File: src/hdl/vic_load_pkg.sv
//////////////////////////////
// Loader types, file kinds, struct formats
// and the fixed address constants
//////////////////////////////

package vic_load_pkg;

	//////////////////////////////
	// Basic widths

	typedef logic [15:0] mem_addr_t;
	typedef logic [7:0]  mem_data_t;
	typedef logic [7:0]  dl_index_t;
	typedef logic [24:0] dl_offset_t;

	// Bits 0-3 are blocks 0x0000-0x6000, bit 4 is 0xA000
	typedef logic [4:0] blk_flags_t;

	typedef enum logic [2:0] {
		LOAD_NONE,
		LOAD_PRG,
		LOAD_CRT,
		LOAD_CT,
		LOAD_ROM
	} load_kind_e;

	typedef enum logic {
		ITEM_BYTE,
		ITEM_END
	} item_kind_e;

	//////////////////////////////
	// Stream formats

	typedef struct packed {
		dl_offset_t offset;
		mem_data_t  data;
	} dl_byte_s;

	typedef struct packed {
		item_kind_e item_kind;
		load_kind_e load_kind;
		dl_offset_t offset;
		mem_data_t  data;
		mem_addr_t  start;
	} load_item_s;

	typedef struct packed {
		mem_addr_t addr;
		mem_data_t data;
	} mem_wr_s;

	//////////////////////////////
	// Address constants

	// BASIC pointers patched with the PRG end address, low byte first
	localparam mem_addr_t PTR_ADDR [0:7] = '{
		16'h002D, 16'h002E, 16'h002F, 16'h0030,
		16'h0031, 16'h0032, 16'h00AE, 16'h00AF
	};

	localparam dl_offset_t ROM_WIN_LO = 25'h0004000;
	localparam dl_offset_t ROM_WIN_HI = 25'h0008000;
	localparam mem_addr_t  ROM_OFFSET = 16'h8000;

	localparam mem_addr_t PRG_LIMIT_DEF  = 16'hA000;
	localparam mem_addr_t CART_LIMIT_DEF = 16'hC000;

	// Host file index to load kind
	function automatic load_kind_e kind_of_index(input dl_index_t index);
		case (index)
			8'h01:   return LOAD_PRG;
			8'h41:   return LOAD_CRT;
			8'h81:   return LOAD_CT;
			8'h06:   return LOAD_ROM;
			default: return LOAD_NONE;
		endcase
	endfunction

endpackage

File: src/hdl/load_decode.sv
//////////////////////////////
// Download decode stage, file kind latch
// and byte / end token framing
//////////////////////////////

`timescale 1ns/1ns

module load_decode
	import vic_load_pkg::*;
(
	input  logic       clk_sys,
	input  logic       reset,
	input  logic       download_i,
	input  dl_index_t  index_i,
	input  mem_data_t  file_ext_i,
	input  logic       dl_valid_i,
	input  dl_byte_s   dl_byte_i,
	output logic       dl_ready_o,
	output logic       item_valid_o,
	output load_item_s item_o,
	input  logic       item_ready_i
);

	logic       download_q;
	logic       dl_rise;
	logic       dl_fall;
	load_kind_e kind_q;
	mem_addr_t  start_q;
	load_kind_e kind_cur;
	mem_addr_t  start_cur;
	mem_addr_t  ext_start;
	logic       end_pend_q;
	logic       item_valid_q;
	load_item_s item_q;
	logic       dl_fire;
	logic       load_slot;
	logic       end_load;

	assign dl_rise = download_i & ~download_q;
	assign dl_fall = ~download_i & download_q;

	// CT start address from the last extension character
	always_comb begin
		ext_start = '0;
		if (file_ext_i >= "2" && file_ext_i <= "9")
			ext_start = {file_ext_i[3:0], 12'h000};
		else if (file_ext_i >= "A" && file_ext_i <= "B")
			ext_start = {file_ext_i[3:0] + 4'd9, 12'h000};
	end

	// A byte in the same cycle as the rising edge uses the new kind
	assign kind_cur  = dl_rise ? kind_of_index(index_i) : kind_q;
	assign start_cur = dl_rise ? ext_start : start_q;

	assign load_slot  = ~item_valid_q | item_ready_i;
	assign dl_ready_o = item_ready_i & ~end_pend_q;
	assign dl_fire    = dl_valid_i & dl_ready_o;
	assign end_load   = end_pend_q & load_slot;

	always_ff @(posedge clk_sys) begin
		if (reset) begin
			download_q   <= 1'b0;
			kind_q       <= LOAD_NONE;
			start_q      <= '0;
			end_pend_q   <= 1'b0;
			item_valid_q <= 1'b0;
		end else begin
			download_q <= download_i;
			if (dl_rise) begin
				kind_q  <= kind_cur;
				start_q <= start_cur;
			end
			if (item_valid_q && item_ready_i)
				item_valid_q <= 1'b0;
			if (dl_fire || end_load)
				item_valid_q <= 1'b1;
			if (end_load)
				end_pend_q <= 1'b0;
			// End token waits until every byte has been framed
			if (dl_fall)
				end_pend_q <= 1'b1;
		end
	end

	always_ff @(posedge clk_sys) begin
		if (dl_fire)
			item_q <= '{item_kind: ITEM_BYTE, load_kind: kind_cur,
				offset: dl_byte_i.offset, data: dl_byte_i.data, start: start_cur};
		else if (end_load)
			item_q <= '{item_kind: ITEM_END, load_kind: kind_q,
				offset: '0, data: '0, start: start_q};
	end

	assign item_valid_o = item_valid_q;
	assign item_o       = item_q;

endmodule

File: src/hdl/load_execute.sv
//////////////////////////////
// Execute stage, running load address, range rules
// and cartridge block flags
//////////////////////////////

`timescale 1ns/1ns

module load_execute
	import vic_load_pkg::*;
#(
	parameter mem_addr_t PRG_LIMIT  = PRG_LIMIT_DEF,
	parameter mem_addr_t CART_LIMIT = CART_LIMIT_DEF
) (
	input  logic       clk_sys,
	input  logic       reset,
	input  logic       item_valid_i,
	input  load_item_s item_i,
	output logic       item_ready_o,
	output logic       wr_valid_o,
	output mem_wr_s    wr_o,
	input  logic       wr_ready_i,
	output logic       patch_start_o,
	output mem_addr_t  patch_addr_o,
	output blk_flags_t cart_blk_o
);

	mem_addr_t  addr_q;
	logic       wr_valid_q;
	mem_wr_s    wr_q;
	logic       patch_start_q;
	mem_addr_t  patch_addr_q;
	blk_flags_t blk_q;

	logic       is_byte;
	logic       is_hdr_lo;
	logic       is_hdr_hi;
	logic       end_prg;
	logic       item_fire;
	logic       hit;
	mem_addr_t  cur_addr;
	mem_addr_t  wr_addr;
	mem_addr_t  next_addr;
	blk_flags_t blk_set;

	assign is_byte   = (item_i.item_kind == ITEM_BYTE);
	assign is_hdr_lo = (item_i.offset == dl_offset_t'(0));
	assign is_hdr_hi = (item_i.offset == dl_offset_t'(1));
	assign end_prg   = ~is_byte & (item_i.load_kind == LOAD_PRG);

	// Stalls while a patch starts, and holds a PRG end until the write register drains
	assign item_ready_o = wr_ready_i & ~patch_start_q & ~(end_prg & wr_valid_q);
	assign item_fire    = item_valid_i & item_ready_o;

	//////////////////////////////
	// Range rules per file kind

	always_comb begin
		hit       = 1'b0;
		cur_addr  = addr_q;
		wr_addr   = addr_q;
		next_addr = addr_q;
		blk_set   = '0;
		if (is_byte) begin
			case (item_i.load_kind)
				LOAD_PRG, LOAD_CRT: begin
					if (is_hdr_lo)
						next_addr = {addr_q[15:8], item_i.data};
					else if (is_hdr_hi)
						next_addr = {item_i.data, addr_q[7:0]};
					else if (item_i.load_kind == LOAD_PRG)
						hit = (addr_q < PRG_LIMIT);
					else
						hit = (addr_q < CART_LIMIT);
				end
				LOAD_CT: begin
					// Headerless, first byte goes to the extension address
					if (is_hdr_lo)
						cur_addr = item_i.start;
					hit = (cur_addr < CART_LIMIT);
				end
				LOAD_ROM: begin
					hit = (item_i.offset >= ROM_WIN_LO) && (item_i.offset < ROM_WIN_HI);
					cur_addr = item_i.offset[15:0] + ROM_OFFSET;
				end
				default: hit = 1'b0;
			endcase
		end
		if (hit) begin
			wr_addr = cur_addr;
			if (item_i.load_kind != LOAD_ROM)
				next_addr = cur_addr + 16'd1;
			if (item_i.load_kind == LOAD_CRT || item_i.load_kind == LOAD_CT) begin
				case (cur_addr[15:13])
					3'b000:  blk_set[0] = 1'b1;
					3'b001:  blk_set[1] = 1'b1;
					3'b010:  blk_set[2] = 1'b1;
					3'b011:  blk_set[3] = 1'b1;
					3'b101:  blk_set[4] = 1'b1;
					default: blk_set = '0;
				endcase
			end
		end
	end

	always_ff @(posedge clk_sys) begin
		if (reset) begin
			addr_q        <= '0;
			wr_valid_q    <= 1'b0;
			patch_start_q <= 1'b0;
			blk_q         <= '0;
		end else begin
			patch_start_q <= 1'b0;
			if (wr_valid_q && wr_ready_i)
				wr_valid_q <= 1'b0;
			if (item_fire) begin
				addr_q <= next_addr;
				blk_q  <= blk_q | blk_set;
				if (hit)
					wr_valid_q <= 1'b1;
				if (end_prg)
					patch_start_q <= 1'b1;
			end
		end
	end

	always_ff @(posedge clk_sys) begin
		if (item_fire && hit)
			wr_q <= '{addr: wr_addr, data: item_i.data};
		if (item_fire && end_prg)
			patch_addr_q <= addr_q;
	end

	assign wr_valid_o    = wr_valid_q;
	assign wr_o          = wr_q;
	assign patch_start_o = patch_start_q;
	assign patch_addr_o  = patch_addr_q;
	assign cart_blk_o    = blk_q;

endmodule

File: src/hdl/load_result.sv
//////////////////////////////
// Result stage, memory write register
// and PRG pointer patch sequencer
//////////////////////////////

`timescale 1ns/1ns

module load_result
	import vic_load_pkg::*;
(
	input  logic      clk_sys,
	input  logic      reset,
	input  logic      wr_valid_i,
	input  mem_wr_s   wr_i,
	output logic      wr_ready_o,
	input  logic      patch_start_i,
	input  mem_addr_t patch_addr_i,
	output logic      mem_valid_o,
	output mem_wr_s   mem_wr_o,
	input  logic      mem_ready_i
);

	typedef enum logic {
		ST_IDLE,
		ST_PATCH
	} res_state_e;

	res_state_e state_q;
	logic [2:0] idx_q;
	mem_addr_t  end_addr_q;
	logic       mem_valid_q;
	mem_wr_s    mem_q;
	logic       slot_free;
	logic       wr_fire;
	logic       patch_load;
	mem_data_t  patch_data;

	// Output register is free when empty or being taken this cycle
	assign slot_free  = ~mem_valid_q | mem_ready_i;
	assign wr_ready_o = (state_q == ST_IDLE) & slot_free;
	assign wr_fire    = wr_valid_i & wr_ready_o;
	assign patch_load = (state_q == ST_PATCH) & slot_free;

	// Even positions take the low byte, odd ones the high byte
	assign patch_data = idx_q[0] ? end_addr_q[15:8] : end_addr_q[7:0];

	//////////////////////////////
	// Patch FSM

	always_ff @(posedge clk_sys) begin
		if (reset) begin
			state_q     <= ST_IDLE;
			idx_q       <= '0;
			mem_valid_q <= 1'b0;
		end else begin
			if (mem_valid_q && mem_ready_i)
				mem_valid_q <= 1'b0;
			case (state_q)
				ST_IDLE: begin
					if (wr_fire)
						mem_valid_q <= 1'b1;
					if (patch_start_i) begin
						state_q <= ST_PATCH;
						idx_q   <= '0;
					end
				end
				ST_PATCH: begin
					if (patch_load) begin
						mem_valid_q <= 1'b1;
						idx_q       <= idx_q + 3'd1;
						if (idx_q == 3'd7)
							state_q <= ST_IDLE;
					end
				end
				default: state_q <= ST_IDLE;
			endcase
		end
	end

	always_ff @(posedge clk_sys) begin
		if (state_q == ST_IDLE && patch_start_i)
			end_addr_q <= patch_addr_i;
		if (wr_fire)
			mem_q <= wr_i;
		else if (patch_load)
			mem_q <= '{addr: PTR_ADDR[idx_q], data: patch_data};
	end

	assign mem_valid_o = mem_valid_q;
	assign mem_wr_o    = mem_q;

endmodule

File: src/hdl/vic_loader.sv
//////////////////////////////
// Loader top, decode / execute / result chain
//////////////////////////////

`timescale 1ns/1ns

module vic_loader
	import vic_load_pkg::*;
#(
	parameter mem_addr_t PRG_LIMIT  = PRG_LIMIT_DEF,
	parameter mem_addr_t CART_LIMIT = CART_LIMIT_DEF
) (
	input  logic       clk_sys,
	input  logic       reset,
	input  logic       download_i,
	input  dl_index_t  index_i,
	input  mem_data_t  file_ext_i,
	input  logic       dl_valid_i,
	input  dl_byte_s   dl_byte_i,
	output logic       dl_ready_o,
	output logic       mem_valid_o,
	output mem_wr_s    mem_wr_o,
	input  logic       mem_ready_i,
	output blk_flags_t cart_blk_o
);

	logic       item_valid;
	load_item_s item;
	logic       item_ready;
	logic       wr_valid;
	mem_wr_s    wr;
	logic       wr_ready;
	logic       patch_start;
	mem_addr_t  patch_addr;

	load_decode u_decode (
		.clk_sys      (clk_sys),
		.reset        (reset),
		.download_i   (download_i),
		.index_i      (index_i),
		.file_ext_i   (file_ext_i),
		.dl_valid_i   (dl_valid_i),
		.dl_byte_i    (dl_byte_i),
		.dl_ready_o   (dl_ready_o),
		.item_valid_o (item_valid),
		.item_o       (item),
		.item_ready_i (item_ready)
	);

	load_execute #(
		.PRG_LIMIT  (PRG_LIMIT),
		.CART_LIMIT (CART_LIMIT)
	) u_execute (
		.clk_sys       (clk_sys),
		.reset         (reset),
		.item_valid_i  (item_valid),
		.item_i        (item),
		.item_ready_o  (item_ready),
		.wr_valid_o    (wr_valid),
		.wr_o          (wr),
		.wr_ready_i    (wr_ready),
		.patch_start_o (patch_start),
		.patch_addr_o  (patch_addr),
		.cart_blk_o    (cart_blk_o)
	);

	load_result u_result (
		.clk_sys       (clk_sys),
		.reset         (reset),
		.wr_valid_i    (wr_valid),
		.wr_i          (wr),
		.wr_ready_o    (wr_ready),
		.patch_start_i (patch_start),
		.patch_addr_i  (patch_addr),
		.mem_valid_o   (mem_valid_o),
		.mem_wr_o      (mem_wr_o),
		.mem_ready_i   (mem_ready_i)
	);

endmodule

File: config.mk
export PLATFORM = sky130hd
export DESIGN_NAME = vic_loader
export DESIGN_NICKNAME = d
export VERILOG_FILES = /design/src/hdl/vic_load_pkg.sv /design/src/hdl/load_decode.sv /design/src/hdl/load_execute.sv /design/src/hdl/load_result.sv /design/src/hdl/vic_loader.sv
export SDC_FILE = /design/constraint.sdc
export NUM_CORES = 1
export LEC_CHECK = 0
export BUFFER_PORTS_ARGS = -buffer_cell sky130_fd_sc_hd__buf_4
export CAP_MARGIN = 5
export CORE_MARGIN = 3
export CORE_UTILIZATION = 50
export DETAILED_ROUTE_END_ITERATION = 8
export GPL_TIMING_DRIVEN = 1
export PLACE_DENSITY_LB_ADDON = 0.2
export SLEW_MARGIN = 20
export SYNTH_ARGS = -nofsm -noshare
export SYNTH_HDL_FRONTEND = slang
export SYNTH_SLANG_ARGS = --single-unit
File: constraint.sdc
create_clock -name clk_sys -period 4.2 [get_ports clk_sys]
set_input_delay 0.42 -clock clk_sys [delete_from_list [all_inputs] [get_ports clk_sys]]
set_output_delay 0.42 -clock clk_sys [all_outputs]
set_load 0.05 [all_outputs]
# == After elaboration in Yosys (flattened, before gate mapping) ==
# Memory sizes are Yosys's and may differ from the RTL's.
# Index checks and enable logic that the tools add are counted.
# W data, S select, Z words.
# word_totals
mem_count,1
latch_bits,0
ram_bits,0
ff_bits,183
inputBits,54
rom_bits,128
output_inout_bits,31
# op_classes
muxes,55
n_lt_le_gt_ge,10
reduce_logical,20
n_addsub,4
shifts,0
bitwise,26
eq_ne,17
n_mul,0
n_div,0
# memory_table
name,depth,word_bits,rd,rd_ports_with_merged_regs,wr,line,rtl
(name not given),8,16,1,0,0,load_result.sv:86,"mem_q <= '{addr: PTR_ADDR[idx_q], data: patch_data};"
# ops
cell,count
$mux W16,16
$mux W52,2
$lt A16 B16 Y1 const B,3
$mux W24,2
$pmux W16 S2,1
$eq A25 B1 Y1 const B,1
$ge A25 B15 Y1 const B,1
$logic_not A25 Y1,1
$lt A25 B16 Y1 const B,1
$mux W1,23
$add A16 B1 Y16 const B,1
$add A16 B16 Y16 const B,1
$and A1 B1 Y1,13
$eq A3 B2 Y1 const B,4
$pmux W3 S4,1
$mux W5,2
$eq A3 B3 Y1 const B,3
$logic_and A1 B1 Y1,9
$mux W3,3
$not A1 Y1,9
$eq A8 B1 Y1 const B,1
$eq A8 B3 Y1 const B,1
$eq A8 B7 Y1 const B,1
$eq A8 B8 Y1 const B,1
other kinds (22),31

# == Depth between registers and ports, before layout ==
# depth
depth_word,11
ltp_mapped,10

# == Modules after synthesis ==
# A second synthesis with hierarchy kept.
# unflattened
cells_unflattened,697
hier_area_um2,8409.3
# by_module_without_submodules
module,cells_per_inst,seq_area_each_um2,n_inst,area_per_inst_um2
load_execute,346,1661.6,1,3616.0
load_decode,219,2021.9,1,2892.8
load_result,132,1301.2,1,1900.6

# == Worst setup path after synthesis ==
# OpenSTA, ideal clock, no wires.
# synth_path
kind,register to register
startpoint,register u_result.mem_valid_q (netlist: u_result.mem_valid_o)
endpoint,"register u_decode.item_q, in the netlist u_decode.item_o[0], enable pin"
n_path_buf,1
setup_time_ps,411
stages_incl_launch_ff,7
period_less_slack_ps,3224
setup_slack_ps,976
arrival_ps,2812
cell_sequence,dfxtp_1 -> nor2b_1 -> a2111oi_2 -> nor2b_1 -> clkbuf_1 -> nand2_1 -> nand2_1
# synth_between
elab_chain_cells,8
# synth_lines
element,line,rtl
"start, declared",load_result.sv:31,logic mem_valid_q;
"start signal, assigned",load_result.sv:54,mem_valid_q <= 1'b0;
"start signal, assigned",load_result.sv:57,mem_valid_q <= 1'b0;
"start signal, assigned",load_result.sv:61,mem_valid_q <= 1'b1;
$not A1 Y1 *,load_result.sv:39,assign slot_free = ~mem_valid_q | mem_ready_i;
$or A1 B1 Y1 *,load_result.sv:39,
$and A1 B1 Y1 *,load_result.sv:40,assign wr_ready_o = (state_q == ST_IDLE) & slot_free;
$and A1 B1 Y1 * (2 in series),load_execute.sv:51,assign item_ready_o = wr_ready_i & ~patch_start_q & ~(end_prg & wr_valid_q);
$or A1 B1 Y1 or $and A1 B1 Y1 (tied branches),"load_decode.sv:55, load_decode.sv:56",
"$and A1 B1 Y1, on equally long branches","load_decode.sv:58, load_decode.sv:57",
$reduce_bool A2 Y1 (no source line) *,--,
"end signal, assigned",load_decode.sv:87,"item_q <= '{item_kind: ITEM_BYTE, load_kind: kind_cur,"
"end signal, assigned",load_decode.sv:90,"item_q <= '{item_kind: ITEM_END, load_kind: kind_q,"
"end, declared",load_decode.sv:34,load_item_s item_q;
# Mark *: on every way between the ends. The rest lies on a longest branch, timed or not.
# A chain may end at the register's enable or synchronous reset.

# == Worst setup path after layout ==
# layout_path
startpoint,"register u_decode.item_q, in the netlist u_decode.item_o[34]"
endpoint,"register u_execute.wr_q, in the netlist u_execute.wr_o[6], enable pin"
# layout_between
elab_chain_cells,8
# layout_lines
element,line,rtl
$logic_not A25 Y1,load_execute.sv:46,assign is_hdr_lo = (item_i.offset == dl_offset_t'(0));
$mux W16,load_execute.sv:77,if (is_hdr_lo)
$mux W16,load_execute.sv:64,case (item_i.load_kind)
$mux W16,load_execute.sv:63,if (is_byte) begin
$lt A16 B16 Y1,load_execute.sv:79,hit = (cur_addr < CART_LIMIT);
$pmux W1 S3 *,load_execute.sv:64,
$mux W1 *,load_execute.sv:63,
$logic_and A1 B1 Y1 *,load_execute.sv:127,if (item_fire && hit)
"end signal, assigned",load_execute.sv:128,"wr_q <= '{addr: wr_addr, data: item_i.data};"
"end, declared",load_execute.sv:29,mem_wr_s wr_q;
# Mark *: on every way between the ends. The rest lies on a longest branch, timed or not. The select of a mux whose other input is x is not followed.

==> impl_metrics.csv <==
group,metric,value,unit
route,detail_route.wl_per_cell,18.41,µm
critical_path,setup.worst_path.start_class,"flop",
hold_path,hold_depth,2,
final_layout,layout_commonest_cell,"edfxtp_1",
global_route,antenna_found_initial,0,
yosys,synth-main-ff-cell,"edfxtp_1",
placed_design,portBuffers,84,
final_layout,utilization,0.6088,
clocking,holdBufCountCts,0,
placed_design,gp_congestion,0.8734,
sta,finalHoldViolations,0,
floorplan,dieArea,17630,µm²
floorplan,rows,45,
clocking,clkSlewWorstSetupHoldPaths,0.07,ns
yosys,synthTopCellsByArea,"edfxtp_1, dfxtp_1, and3_1",
global_route,use_met2,0.3304,
yosys,synthArstFlopShare,0,
global_route,grt_use_met1,0.2733,
global_route,grt_util_all_layers,0.2050,
critical_path,r2r_cells,8,
yosys,ys_seq_elements,183,
sta,setup_viol,0,
yosys,synthCells,658,
final_layout,fin_nets,798,
floorplan,pin_count,85,
route,drt_iter0_markers,353,
route,wl,17660,µm
global_route,grt_pass1_vias,5303,
sta,fmax,302.3,MHz
pwr,leakage,3.529,nW
sta,fin_crit_sh,0.7877,
floorplan,dieHeight,132.8,µm
global_route,gr-max-usage-layer,"met2",
clocking,cts_resized,0,
placed_design,detailed_place_hpwl,13210,µm
route,routed_via_density,5.703,
clocking,cts_root_buf,"clkbuf_16",
run_status,status,"finished, final reports clean",
global_route,met3_usage,0.03992,
clocking,insertion_delay,0.43,ns
clocking,cts_htree_levels,4,
route,first_pass_iters,5,
sta,clock_skew,0.01044,ns
route,postRouteAntennaNets,0,
floorplan,die_x,132.8,µm
clocking,post_cts_buffers,0,
sta,slew_viol_final,0,
yosys,seq_area_frac_synth,0.6202,
floorplan,coreArea,15480,µm²
yosys,synth_top_area_share,0.4932,
sta,rsz0062_at_grt,"false",
global_route,grt_max_degree,44,
sta,worst_pin_slew,0.9821,ns
yosys,yosysTopAreaCell,"edfxtp_1",
final_layout,areaGrowthSynthToFinish,17.28,%
clocking,clock_sinks,183,
yosys,synth_cell_type_count,71,
critical_path,critPathKind,"flop to flop",
yosys,syn-num-nets,721,
critical_path,crit_required,4.25,ns
job,maxCapViolCount,0,
floorplan,start_util,0.5191,
sta,final.setup.tns,0,ns
global_route,grt_pass1_wl,28380,µm
yosys,syn_area_per_cell,12.22,µm²
pwr,ir_drop,0.3140,mV
hold_path,hold_class,"input port to flop",
clocking,cts_buffers,17,
final_layout,antennaDiodeCount,0,
global_route,gr-total-overflow,0,
clocking,cts_tree,"built",
final_layout,mostFrequentLayoutCells,"edfxtp_1, buf_4, nor2_1",
pwr,power_density,410.0,nW/µm²
yosys,yosysWarnings,0,
route,vias,5469,
clocking,clockBufferDepth,2,
yosys,synth_edf_count,132,
critical_path,path_max_fanout,24,
final_layout,layout-drive-gt1-share,0.2206,
critical_path,arrival,3.36,ns
route,drt_drc_violations_left,0,
critical_path,worst_setup_path_end_kind,"flop",
sta,min_period,3.308,ns
sta,slew_headroom,0.3437,
yosys,syn-cell-area,8038,µm²
-- synthesized netlist by cell type (3+ instances only) --
library cell / number
nand3_1: 9
a221o_2: 8
xnor2_1: 12
buf_2: 3
a2111oi_0: 3
nor2_1: 53
nand4_1: 3
a22oi_1: 6
mux2_2: 12
a211oi_1: 6
nor2b_1: 7
a22o_1: 18
clkbuf_1: 24
dfxtp_1: 51
o21ai_0: 28
a21o_1: 5
nor4_1: 5
nand2b_1: 8
o32ai_1: 3
and2_1: 29
o31ai_1: 3
o22ai_1: 6
a21oi_1: 28
nand2_1: 50
mux2i_1: 10
and3_1: 43
ha_1: 9
edfxtp_1: 132
inv_1: 17
a221o_1: 6
nor3_1: 11
-- kinds of logic (layout without fill, tap and decap cells) --
logic type | after synthesis | in the layout | share of synthesized area
mux | 22 | 22 | 0.02927
flops | 183 | 183 | 0.6202
compound gates | 140 | 140 | 0.1273
buf+inv | 47 | 137 | 0.02475
fa+ha+maj | 9 | 9 | 0.01401
xor+xnor | 12 | 12 | 0.01308
simple gates | 245 | 245 | 0.1714
-- worst paths after layout --
path / start / to / slack, ns
worst min-delay path: download_i / u_decode.download_q / 0.23
worst max register to register: u_decode.item_o[34] / u_execute.wr_o[6] / 0.89
worst min register to register: u_execute.patch_addr_o[7] / u_result.end_addr_q[7] / 0.42
worst max-delay path: u_decode.item_o[34] / u_execute.wr_o[6] / 0.89
-- worst max-delay path: stages, from the launching register on --
cell and delay (ns):
edfxtp_1 0.40, nor4_1 0.53, and4b_1 0.34, a21oi_1 0.10
a311oi_2 0.35, o211ai_1 0.15, buf_4 0.23, nand2b_4 0.17
inv_1 0.64
-- sequential cells by signal, indices dropped and copies added, names as in the netlist --
register	flops
u_execute.cart_blk_o	5
u_decode.download_q	1
u_result.state_q	1
u_decode.item_o	53
u_execute.wr_o	24
u_decode.end_pend_q	1
u_execute.wr_valid_o	1
u_result.idx_q	3
u_result.mem_valid_o	1
u_result.end_addr_q	16
u_execute.addr_q	16
u_decode.kind_q	3
u_execute.patch_addr_o	16
u_execute.patch_start_o	1
u_decode.start_q	16
u_result.mem_wr_o	24
u_decode.item_valid_o	1
-- report_power, final --
group,internal [mW],leakage (nW),switching [mW]
Combinational,0.102,1.57,0.144
Clock,0.890,0.285,0.695
Sequential,1.99,1.68,0.0426
-- per-layer routing --
| layer | vias to the layer above | routed length, µm |
|---|---|---|
| li1 | 2642 | - |
| met1 | 2623 | 7825 |
| met2 | 171 | 8513 |
| met4 | 0 | 471 |
| met5 | - | 0 |
| met3 | 33 | 844 |
-- through the flow --
stage / worst slack (ns) / hold slack (ns) / area, µm² / std cells / power (mW)
floorplan: 0.9765 / 0.4003 / 8038 / 658 / 2.212
global placement: 0.9948 / 0.4025 / 8832 / 927 / 2.311
detailed placement: 0.8734 / 0.4045 / 8832 / 927 / 2.318
CTS: 0.8534 / 0.2152 / 9423 / 959 / 3.891
global route: 0.6748 / 0.2548 / 9427 / 959 / 3.991
finish: 0.8918 / 0.2320 / 9427 / 959 / 3.865
-- cell type report --
class,count,area (µm²)
Fill cell,1224,6057
Timing Repair Buffer,88,660.6
Inverter,17,63.81
Tap cell,211,264.0
Multi-Input combinational cell,428,2863
Clock buffer,17,425.4
Clock inverter,15,165.2
Sequential cell,183,4985
(Power assumes the default switching activity.)
